**config.mk**
```make
export PLATFORM = sky130hd
export DESIGN_NAME = qa_top
export DESIGN_NICKNAME = d
export VERILOG_FILES = /design/src/source/qa_pkg.sv /design/src/source/qa_fifo2.sv /design/src/source/qa_scoreboard.sv /design/src/source/qa_fifo_from_host.sv /design/src/source/qa_status_poll.sv /design/src/source/qa_read_arb.sv /design/src/source/qa_top.sv
export SDC_FILE = /design/constraint.sdc
export NUM_CORES = 2
export LEC_CHECK = 0
export BUFFER_PORTS_ARGS = -buffer_cell sky130_fd_sc_hd__buf_2
export CAP_MARGIN = 20
export CELL_PAD_IN_SITES_DETAIL_PLACEMENT = 1
export CELL_PAD_IN_SITES_GLOBAL_PLACEMENT = 1
export CORE_MARGIN = 2
export CORE_UTILIZATION = 40
export CTS_CLUSTER_DIAMETER = 30
export DETAILED_ROUTE_END_ITERATION = 10
export PLACE_DENSITY = 0.62
export SKIP_LAST_GASP = 1
export SYNTH_ARGS = -nofsm -noshare
export SYNTH_HDL_FRONTEND = slang
export SYNTH_SLANG_ARGS = --single-unit
```
**constraint.sdc**
```tcl
create_clock -name clk -period 22.2 [get_ports clk]
set_clock_uncertainty 0.15 [all_clocks]
set_input_delay 1.11 -clock clk [delete_from_list [all_inputs] [get_ports clk]]
set_output_delay 1.11 -clock clk [all_outputs]
set_load 0.005 [all_outputs]
```
**src/source/qa_pkg.sv**
```systemverilog
// Definitions shared by the host-to-device message channel

package qa_pkg;

    // ====================
    // Widths
    // ====================

    // One host cache line
    localparam int line_bits = 256;

    // One message chunk as the client sees it
    localparam int chunk_bits = 64;

    // Chunks carried by one cache line
    localparam int chunks_per_line = line_bits / chunk_bits;

    // ====================
    // Vector types
    // ====================

    typedef logic [line_bits-1:0] line_t;
    typedef logic [chunk_bits-1:0] chunk_t;

    // Host memory is addressed in whole lines
    typedef logic [31:0] line_addr_t;

    // Scoreboard slot carried with a read and returned with its response.
    // Six bits bound the scoreboard at 64 slots
    typedef logic [5:0] tag_t;

    // Payload chunk count, taken from the low bits of a message header
    typedef logic [15:0] chunk_count_t;

    // ====================
    // Memory read port
    // ====================

    // Ring data reads and status reads share one port, so the kind travels
    // with the request and comes back with the response
    typedef enum logic
    {
        kind_data   = 1'b0,
        kind_status = 1'b1
    } mem_kind_e;

    typedef struct packed
    {
        line_addr_t addr;
        mem_kind_e  kind;
        tag_t       tag;
    } mem_req_t;

    typedef struct packed
    {
        mem_kind_e kind;
        tag_t      tag;
        line_t     data;
    } mem_rsp_t;

endpackage

```
**src/source/qa_fifo2.sv**
```systemverilog
`timescale 1ns/10ps

module qa_fifo2
(
    input  logic           clk,
    input  logic           resetb,
    input  qa_pkg::chunk_t in_data,
    input  logic           in_valid,
    output logic           in_ready,
    output qa_pkg::chunk_t out_data,
    output logic           out_valid,
    input  logic           out_ready
);

    // Entry 0 drives the output directly and entry 1 is the overflow slot,
    // so both output signals come straight from flops
    qa_pkg::chunk_t data0;
    qa_pkg::chunk_t data1;
    logic           valid0;
    logic           valid1;
    logic           push;
    logic           pop;

    // Only a full buffer refuses data
    assign in_ready  = !valid1;
    assign out_data  = data0;
    assign out_valid = valid0;

    assign push = in_valid && in_ready;
    assign pop  = valid0 && out_ready;

    always_ff @(posedge clk)
    begin
        if (!resetb)
        begin
            valid0 <= 1'b0;
            valid1 <= 1'b0;
        end
        else if (pop)
        begin
            // A push never happens with entry 1 full, so at most one entry stays
            valid0 <= valid1 || push;
            valid1 <= 1'b0;
        end
        else if (push)
        begin
            if (valid0)
                valid1 <= 1'b1;
            else
                valid0 <= 1'b1;
        end
    end

    always_ff @(posedge clk)
    begin
        // Head takes the overflow entry when it drains, else the new chunk
        if (pop)
            data0 <= valid1 ? data1 : in_data;
        else if (push && !valid0)
            data0 <= in_data;

        // Entry 1 is only meaningful while valid1 is set
        if (push)
            data1 <= in_data;
    end

endmodule

```
**src/source/qa_scoreboard.sv**
```systemverilog
`timescale 1ns/10ps

module qa_scoreboard
#(
    parameter int sb_entries = 8
)
(
    input  logic          clk,
    input  logic          resetb,
    input  logic          alloc_en,
    output logic          alloc_ready,
    output qa_pkg::tag_t  alloc_tag,
    input  logic          fill_en,
    input  qa_pkg::tag_t  fill_tag,
    input  qa_pkg::line_t fill_data,
    output logic          head_valid,
    output qa_pkg::line_t head_data,
    input  logic          release_en
);

    localparam int idx_bits = (sb_entries > 1) ? $clog2(sb_entries) : 1;

    typedef logic [idx_bits-1:0] slot_idx_t;
    typedef logic [$clog2(sb_entries+1)-1:0] slot_count_t;

    // Line storage, one entry per slot
    qa_pkg::line_t store [sb_entries];

    // Set when a slot's response has arrived
    logic [sb_entries-1:0] filled;

    // Slots are handed out and released in the same circular order
    slot_idx_t   alloc_ptr;
    slot_idx_t   release_ptr;
    slot_count_t used;
    slot_idx_t   fill_idx;

    // Step a slot pointer, wrapping at the slot count even when it is not
    // a power of two
    function automatic slot_idx_t next_slot(slot_idx_t idx);
        if (idx == slot_idx_t'(sb_entries - 1))
            return '0;
        return idx + slot_idx_t'(1);
    endfunction

    assign fill_idx    = fill_tag[idx_bits-1:0];
    assign alloc_ready = (used != slot_count_t'(sb_entries));
    assign alloc_tag   = qa_pkg::tag_t'(alloc_ptr);

    // The head leaves only in order, whatever order the fills arrive in
    assign head_valid = filled[release_ptr];
    assign head_data  = store[release_ptr];

    always_ff @(posedge clk)
    begin
        if (!resetb)
        begin
            alloc_ptr   <= '0;
            release_ptr <= '0;
            used        <= '0;
            filled      <= '0;
        end
        else
        begin
            if (alloc_en)
                alloc_ptr <= next_slot(alloc_ptr);

            // A slot in flight is never the head being released, so the
            // set and the clear never hit the same bit
            if (fill_en)
                filled[fill_idx] <= 1'b1;

            if (release_en)
            begin
                filled[release_ptr] <= 1'b0;
                release_ptr <= next_slot(release_ptr);
            end

            case ({alloc_en, release_en})
                2'b10: used <= used + slot_count_t'(1);
                2'b01: used <= used - slot_count_t'(1);
                default: used <= used;
            endcase
        end
    end

    always_ff @(posedge clk)
    begin
        if (fill_en)
            store[fill_idx] <= fill_data;
    end

endmodule

```
**src/source/qa_fifo_from_host.sv**
```systemverilog
`timescale 1ns/10ps

module qa_fifo_from_host
#(
    parameter int ring_idx_bits = 4,
    parameter int sb_entries = 8
)
(
    input  logic                     clk,
    input  logic                     resetb,
    input  qa_pkg::line_addr_t       ring_base,
    input  logic [ring_idx_bits-1:0] newest_idx,
    output qa_pkg::mem_req_t         req,
    output logic                     req_valid,
    input  logic                     req_ready,
    input  qa_pkg::mem_rsp_t         rsp,
    input  logic                     rsp_valid,
    output qa_pkg::chunk_t           chunk,
    output logic                     chunk_valid,
    input  logic                     chunk_ready,
    output logic [ring_idx_bits-1:0] oldest_idx
);

    typedef logic [ring_idx_bits-1:0] ring_idx_t;
    typedef qa_pkg::chunk_t [qa_pkg::chunks_per_line-1:0] line_chunks_t;
    typedef logic [$clog2(qa_pkg::chunks_per_line)-1:0] chunk_idx_t;

    typedef enum logic [1:0]
    {
        new_message,
        read_header,
        new_line,
        valid_chunk
    } state_e;

    // Next ring line to request
    ring_idx_t     next_req_idx;
    logic          sb_alloc_ready;
    qa_pkg::tag_t  sb_alloc_tag;
    logic          sb_fill_en;
    logic          sb_head_valid;
    qa_pkg::line_t sb_head_data;
    logic          sb_release;

    state_e               state;
    qa_pkg::chunk_count_t count;
    chunk_idx_t           chunk_in_line;
    line_chunks_t         cur_line;
    logic                 out_valid;
    logic                 out_ready;
    logic                 out_push;
    logic                 last_in_line;
    logic                 continue_line;
    logic                 need_line;

    // ====================
    // Line requests
    // ====================

    // Lines are read while the host has published more and a slot is free
    assign req_valid = (next_req_idx != newest_idx) && sb_alloc_ready;

    always_comb
    begin
        // Adding the index keeps the ring free of any alignment demand,
        // though its size must stay a power of two for the index to wrap
        req.addr = ring_base + qa_pkg::line_addr_t'(next_req_idx);
        req.kind = qa_pkg::kind_data;
        req.tag  = sb_alloc_tag;
    end

    always_ff @(posedge clk)
    begin
        if (!resetb)
            next_req_idx <= '0;
        else if (req_valid && req_ready)
            next_req_idx <= next_req_idx + ring_idx_t'(1);
    end

    // Only ring data responses belong to this reader
    assign sb_fill_en = rsp_valid && (rsp.kind == qa_pkg::kind_data);

    qa_scoreboard #(
        .sb_entries(sb_entries)
    ) scoreboard (
        .clk         (clk),
        .resetb      (resetb),
        .alloc_en    (req_valid && req_ready),
        .alloc_ready (sb_alloc_ready),
        .alloc_tag   (sb_alloc_tag),
        .fill_en     (sb_fill_en),
        .fill_tag    (rsp.tag),
        .fill_data   (rsp.data),
        .head_valid  (sb_head_valid),
        .head_data   (sb_head_data),
        .release_en  (sb_release)
    );

    // The host may reuse a ring line once it has left the scoreboard
    always_ff @(posedge clk)
    begin
        if (!resetb)
            oldest_idx <= '0;
        else if (sb_release)
            oldest_idx <= oldest_idx + ring_idx_t'(1);
    end

    // ====================
    // Lines to chunks
    // ====================

    // The chunk being offered is always the low chunk of the current line
    assign out_valid = (state == valid_chunk);
    assign out_push  = out_valid && out_ready;

    assign last_in_line = (chunk_in_line == chunk_idx_t'(qa_pkg::chunks_per_line - 1));

    // Message runs past the end of this line
    assign continue_line = out_push && last_in_line && (count != qa_pkg::chunk_count_t'(1));

    // A fresh line is wanted at a message start, while waiting for one,
    // or when the current line runs out mid-message
    assign need_line  = (state == new_message) || (state == new_line) || continue_line;
    assign sb_release = need_line && sb_head_valid;

    always_ff @(posedge clk)
    begin
        if (!resetb)
        begin
            state         <= new_message;
            count         <= '0;
            chunk_in_line <= '0;
        end
        else
        begin
            case (state)
                new_message:
                begin
                    if (sb_head_valid)
                        state <= read_header;
                end

                read_header:
                begin
                    // Header chunk is consumed here and never reaches the client
                    count         <= qa_pkg::chunk_count_t'(cur_line[0]);
                    chunk_in_line <= chunk_idx_t'(1);
                    if (qa_pkg::chunk_count_t'(cur_line[0]) == '0)
                        state <= new_message;
                    else
                        state <= valid_chunk;
                end

                new_line:
                begin
                    chunk_in_line <= '0;
                    if (sb_head_valid)
                        state <= valid_chunk;
                end

                valid_chunk:
                begin
                    if (out_push)
                    begin
                        // Rest of the line after a message end is dropped
                        if (count == qa_pkg::chunk_count_t'(1))
                            state <= new_message;
                        else if (last_in_line && !sb_head_valid)
                            state <= new_line;
                        count         <= count - qa_pkg::chunk_count_t'(1);
                        chunk_in_line <= chunk_in_line + chunk_idx_t'(1);
                    end
                end

                default: state <= new_message;
            endcase
        end
    end

    always_ff @(posedge clk)
    begin
        if (sb_release)
            cur_line <= sb_head_data;
        else if ((state == read_header) || out_push)
            // Shift the next chunk down into the output position
            cur_line <= line_chunks_t'(cur_line >> qa_pkg::chunk_bits);
    end

    // Registered output stage keeps chunk_ready off the state machine path
    qa_fifo2 out_buf (
        .clk       (clk),
        .resetb    (resetb),
        .in_data   (cur_line[0]),
        .in_valid  (out_valid),
        .in_ready  (out_ready),
        .out_data  (chunk),
        .out_valid (chunk_valid),
        .out_ready (chunk_ready)
    );

endmodule

```
**src/source/qa_status_poll.sv**
```systemverilog
`timescale 1ns/10ps

module qa_status_poll
#(
    parameter int poll_interval = 32,
    parameter int ring_idx_bits = 4
)
(
    input  logic                     clk,
    input  logic                     resetb,
    input  qa_pkg::line_addr_t       status_addr,
    output qa_pkg::mem_req_t         req,
    output logic                     req_valid,
    input  logic                     req_ready,
    input  qa_pkg::mem_rsp_t         rsp,
    input  logic                     rsp_valid,
    output logic [ring_idx_bits-1:0] newest_idx
);

    typedef logic [$clog2(poll_interval+1)-1:0] timer_t;

    typedef enum logic [1:0]
    {
        wait_timer,
        issue_read,
        wait_status
    } state_e;

    state_e state;
    timer_t timer;
    logic   status_rsp;

    assign status_rsp = rsp_valid && (rsp.kind == qa_pkg::kind_status);

    // One status read at a time, from a fixed line
    assign req_valid = (state == issue_read);

    always_comb
    begin
        req.addr = status_addr;
        req.kind = qa_pkg::kind_status;
        req.tag  = '0;
    end

    always_ff @(posedge clk)
    begin
        if (!resetb)
        begin
            state      <= wait_timer;
            timer      <= timer_t'(poll_interval - 1);
            newest_idx <= '0;
        end
        else
        begin
            case (state)
                wait_timer:
                begin
                    if (timer == '0)
                        state <= issue_read;
                    else
                        timer <= timer - timer_t'(1);
                end

                issue_read:
                begin
                    if (req_ready)
                        state <= wait_status;
                end

                wait_status:
                begin
                    // The host publishes its newest line in the low bits
                    if (status_rsp)
                    begin
                        newest_idx <= rsp.data[ring_idx_bits-1:0];
                        timer      <= timer_t'(poll_interval - 1);
                        state      <= wait_timer;
                    end
                end

                default: state <= wait_timer;
            endcase
        end
    end

endmodule

```
**src/source/qa_read_arb.sv**
```systemverilog
`timescale 1ns/10ps

module qa_read_arb
(
    input  logic             clk,
    input  logic             resetb,
    input  qa_pkg::mem_req_t ring_req,
    input  logic             ring_valid,
    output logic             ring_ready,
    input  qa_pkg::mem_req_t poll_req,
    input  logic             poll_valid,
    output logic             poll_ready,
    output qa_pkg::mem_req_t mem_req,
    output logic             mem_req_valid,
    input  logic             mem_req_ready
);

    // Set when the poller wins a tie. It flips after every transfer and
    // holds the current grant while a request waits, so a stalled request
    // is never swapped for the other one
    logic prio_poll;
    logic grant_poll;

    assign grant_poll    = poll_valid && (!ring_valid || prio_poll);
    assign mem_req       = grant_poll ? poll_req : ring_req;
    assign mem_req_valid = ring_valid || poll_valid;
    assign ring_ready    = mem_req_ready && !grant_poll;
    assign poll_ready    = mem_req_ready && grant_poll;

    always_ff @(posedge clk)
    begin
        if (!resetb)
            prio_poll <= 1'b0;
        else if (mem_req_valid)
            prio_poll <= mem_req_ready ? !grant_poll : grant_poll;
    end

endmodule

```
**src/source/qa_top.sv**
```systemverilog
`timescale 1ns/10ps

module qa_top
#(
    parameter int ring_idx_bits = 4,
    parameter int sb_entries = 8,
    parameter int poll_interval = 32
)
(
    input  logic                     clk,
    input  logic                     resetb,
    input  qa_pkg::line_addr_t       ring_base,
    input  qa_pkg::line_addr_t       status_addr,
    output qa_pkg::mem_req_t         mem_req,
    output logic                     mem_req_valid,
    input  logic                     mem_req_ready,
    input  qa_pkg::mem_rsp_t         mem_rsp,
    input  logic                     mem_rsp_valid,
    output qa_pkg::chunk_t           chunk,
    output logic                     chunk_valid,
    input  logic                     chunk_ready,
    output logic [ring_idx_bits-1:0] oldest_idx
);

    qa_pkg::mem_req_t         ring_req;
    logic                     ring_valid;
    logic                     ring_ready;
    qa_pkg::mem_req_t         poll_req;
    logic                     poll_valid;
    logic                     poll_ready;
    logic [ring_idx_bits-1:0] newest_idx;

    // Both peers see every response and each keeps only its own kind
    qa_fifo_from_host #(
        .ring_idx_bits (ring_idx_bits),
        .sb_entries    (sb_entries)
    ) reader (
        .clk         (clk),
        .resetb      (resetb),
        .ring_base   (ring_base),
        .newest_idx  (newest_idx),
        .req         (ring_req),
        .req_valid   (ring_valid),
        .req_ready   (ring_ready),
        .rsp         (mem_rsp),
        .rsp_valid   (mem_rsp_valid),
        .chunk       (chunk),
        .chunk_valid (chunk_valid),
        .chunk_ready (chunk_ready),
        .oldest_idx  (oldest_idx)
    );

    qa_status_poll #(
        .poll_interval (poll_interval),
        .ring_idx_bits (ring_idx_bits)
    ) poller (
        .clk         (clk),
        .resetb      (resetb),
        .status_addr (status_addr),
        .req         (poll_req),
        .req_valid   (poll_valid),
        .req_ready   (poll_ready),
        .rsp         (mem_rsp),
        .rsp_valid   (mem_rsp_valid),
        .newest_idx  (newest_idx)
    );

    qa_read_arb arb (
        .clk           (clk),
        .resetb        (resetb),
        .ring_req      (ring_req),
        .ring_valid    (ring_valid),
        .ring_ready    (ring_ready),
        .poll_req      (poll_req),
        .poll_valid    (poll_valid),
        .poll_ready    (poll_ready),
        .mem_req       (mem_req),
        .mem_req_valid (mem_req_valid),
        .mem_req_ready (mem_req_ready)
    );

endmodule

```
==> impl_metrics.yaml <==
synthesis:
  synth_cell_types: 64
  synth_edf_count: 2432
  ys_seq_area_frac: 0.772
  syn_avg_cell_area_sq_um: 22.5
  synth_ff_type: "edfxtp_1"
  syn_area_sq_um: 96300
  netlist.area_leader.share: 0.759
  synthTopCellsByArea: "edfxtp_1 (76%), mux4_2 (12%), mux2_2 (3.8%), mux2_4 (2.0%), dfxtp_1 (1.3%)"
  synth_seq_cells: 2496
  synth_warnings: 0
  syn_inst: 4278
  yosysTopAreaCell: "edfxtp_1"
  synth_async_sr_flop_share: 0
pwr:
  power_density_nw_per_um2: 108
  ir_worst_vdd_mv: 0.0860
  leakage_nw: 38.5
worst_setup_path:
  cp_top_family: "buffers and inverters"
  critPathBufInv: 4
  slowest_delay_ns: 0.95
  critPathSlowestCell: "dfxtp_1"
  cp-start-kind: "register"
  cp.arrival_ns: 6.28
  path_class: "reg -> reg"
  crit_top_cell: "buf_4"
  crit_chain: "nand2_1 -> nor2_4 -> buf_4 -> o211ai_2 -> a21bo_4 -> inv_8 -> buf_4 -> buf_4 -> mux2_4"
  path_max_fanout: 54
  cp.required_ns: 22.72
  worstSetupEndpointType: "register"
finish:
  layout-area-overhead-vs-synth_pct: 23.5
  drive_above_1_share: 0.415
  finish.instance_area_sq_um: 119000
  fin_util: 0.496
  final_nets: 5424
timing:
  worst_pin_slew_ns: 1.28
  setup_ws_ns: 16.44
  period_minus_slack_ns: 5.76
  finalCritPeriodShare: 0.259
  slew_violations: 0
  fin_setup_tns_ns: 0
  timing.fmax_mhz: 174
  timing.hold.ws_ns: 0.237
  rsz0062_at_grt: "false"
  hold_viol: 0
  finalSetupViolCount: 0
  relSlewSlack: 0.145
floorplan:
  core_sq_um: 240000
  die_h_um: 495
  dieArea_sq_um: 245000
  io_pins: 441
  die_w_um: 495
  rows: 180
  initial_utilization: 0.401
clock_tree:
  clk_pin_slew_ns: 0.05
  cts_post_setup_buffers_inserted: 0
  cts_resized: 0
  root_buffer: "clkbuf_16"
  cts_tree: "yes"
  postCtsHoldBufs: 0
  htreeDepth: 5
  cts_buffers: 491
  cts.sinks: 2496
  clk_latency_ns: 1.00
  cts_buffer_depth: 4
route:
  drtAntennaViolNets: 0
  route.detailed.drc: 0
  wl_per_cell_um: 27.1
  wirelength_um: 235000
  vias: 46400
  dr.pass1.iters: 5
  drtIter0Drc: 3118
  vias_per_cell: 5.35
placement:
  port_buffers: 434
  dp_slack_ns: 16.38
  gp_congestion: 0.761
  placed_area_sq_um: 102000
  hpwlAfterDp_um: 128000
outcome:
  status: "finished, final reports clean"
global_routing:
  grt_util_all_layers: 0.191
  grt_antenna_before_repair: 147
  grt-ovfl-total: 0
  grt_pass1_vias: 49700
  grt_max_degree: 147
  grt_pass1_wl_um: 342000
min_path:
  hp-class: "in -> reg"
run:
  drv_cap: 0
[worst reg2reg max path: cells and delay by family, from the launching register on]
family,cells,cell delay [ns]
mux,1,0.43
buf+inv,4,2.44
compound gates,2,0.67
simple gates,2,0.82
flops,1,0.95
[cells in the final DEF (no fill, tap or decap), drive strengths merged, types with 13 or more instances in the layout]
cell	n
nand3	16
mux4	514
edfxtp	2432
diode	25
ha	20
mux2i	78
inv	44
buf	506
nor2	139
xor2	17
mux2	451
a31oi	13
nor4	19
xnor2	23
bufinv	75
o21ai	33
clkinvlp	61
a21oi	56
clkinv	189
nand2	46
clkbuf	548
nor3	13
dfxtp	64
[final timing paths]
kind | start | end | slack (ns) | cells past startpoint
min | mem_rsp[7] | reader.scoreboard.store[2][7] | 0.24 | 1
max | reader.state[1] | reader.cur_line[84] | 16.44 | 9
min reg2reg | reader.cur_line[40] | reader.out_buf.data1[40] | 0.25 | 0
max reg2reg | reader.state[1] | reader.cur_line[84] | 16.44 | 9
[per-layer routing]
metal / up-vias / GRT usage / wire length (um)
li1: 19700 / - / -
met1: 24800 / 0.263 / 103000
met2: 1401 / 0.301 / 111000
met3: 507 / 0.0515 / 15800
met4: 88 / 0.0483 / 4540
met5: - / 0 / 556
[cell type report]
cell class / count / area [sq um]
well taps: 3185 / 3990
inverters: 22 / 97.6
flip-flops and latches: 2496 / 74300
clock buffers: 547 / 12600
multi-input cells: 1552 / 21000
clock inverters: 347 / 3950
fillers: 21300 / 121000
diodes: 25 / 62.6
repair buffers: 507 / 2910
[synthesized netlist by cell type (all sizes together) (3+ instances only)]
cell,instances
nor2,139
and2,5
o211ai,3
o21ai,33
nand4,9
a31oi,13
a41oi,3
mux2,451
a21oi,56
o21a,3
nor4,19
edfxtp,2432
or3,8
xnor2,23
mux4,514
and4,4
a211oi,10
mux2i,78
dfxtp,64
clkbuf,112
ha,20
nor3,13
nand3,16
nor2b,4
a41o,3
o32ai,3
o31ai,5
nand3b,3
nand2b,11
xor2,17
buf,98
inv,21
o22ai,4
and3,8
nand2,46
[report_power, final]
| group | internal (mW) | switching (mW) | total [mW] |
|---|---|---|---|
| Combinational | 0.114 | 0.162 | 0.276 |
| Clock | 4.92 | 2.38 | 7.30 |
| Sequential | 5.28 | 0.0330 | 5.31 |
| Total | 10.3 | 2.57 | 12.9 |
[metrics by stage]
| step | power, mW | std cells |
|---|---|---|
| 2_1_floorplan | 5.56 | 4280 |
| 3_3_place_gp | 5.66 | 7761 |
| 4_1_cts | 13.0 | 8655 |
| 6_report | 12.9 | 8681 |
| 3_5_place_dp | 5.68 | 7761 |
| 5_1_grt | 13.2 | 8664 |
[kinds of logic (layout without fill, tap and decap cells)]
family / after synthesis / in the layout / synth area share
muxes: 1043 / 1043 / 0.186
buffers and inverters: 232 / 1423 / 0.0113
AOI/OAI and AO/OA: 152 / 152 / 0.00981
xor gates and xnor gates: 40 / 40 / 0.00364
other: 1 / 28 / 0.0000390
and+or+nand+nor: 292 / 292 / 0.0141
adders and majority gates: 22 / 22 / 0.00302
DFF: 2496 / 2496 / 0.772
[sequential cells by signal (all words and copies together), names as in the netlist, 3 cells and up, named ones only]
register                       flops
poller.newest_idx                  4
poller.timer                       6
reader.count                      16
reader.cur_line                  256
reader.next_req_idx                4
reader.oldest_idx                  4
reader.out_buf.data1              64
reader.out_buf.out_data           64
reader.scoreboard.alloc_ptr        3
reader.scoreboard.filled           8
reader.scoreboard.release_ptr      3
reader.scoreboard.store         2048
reader.scoreboard.used             4
Note: power is estimated with default switching activity, not from simulation.
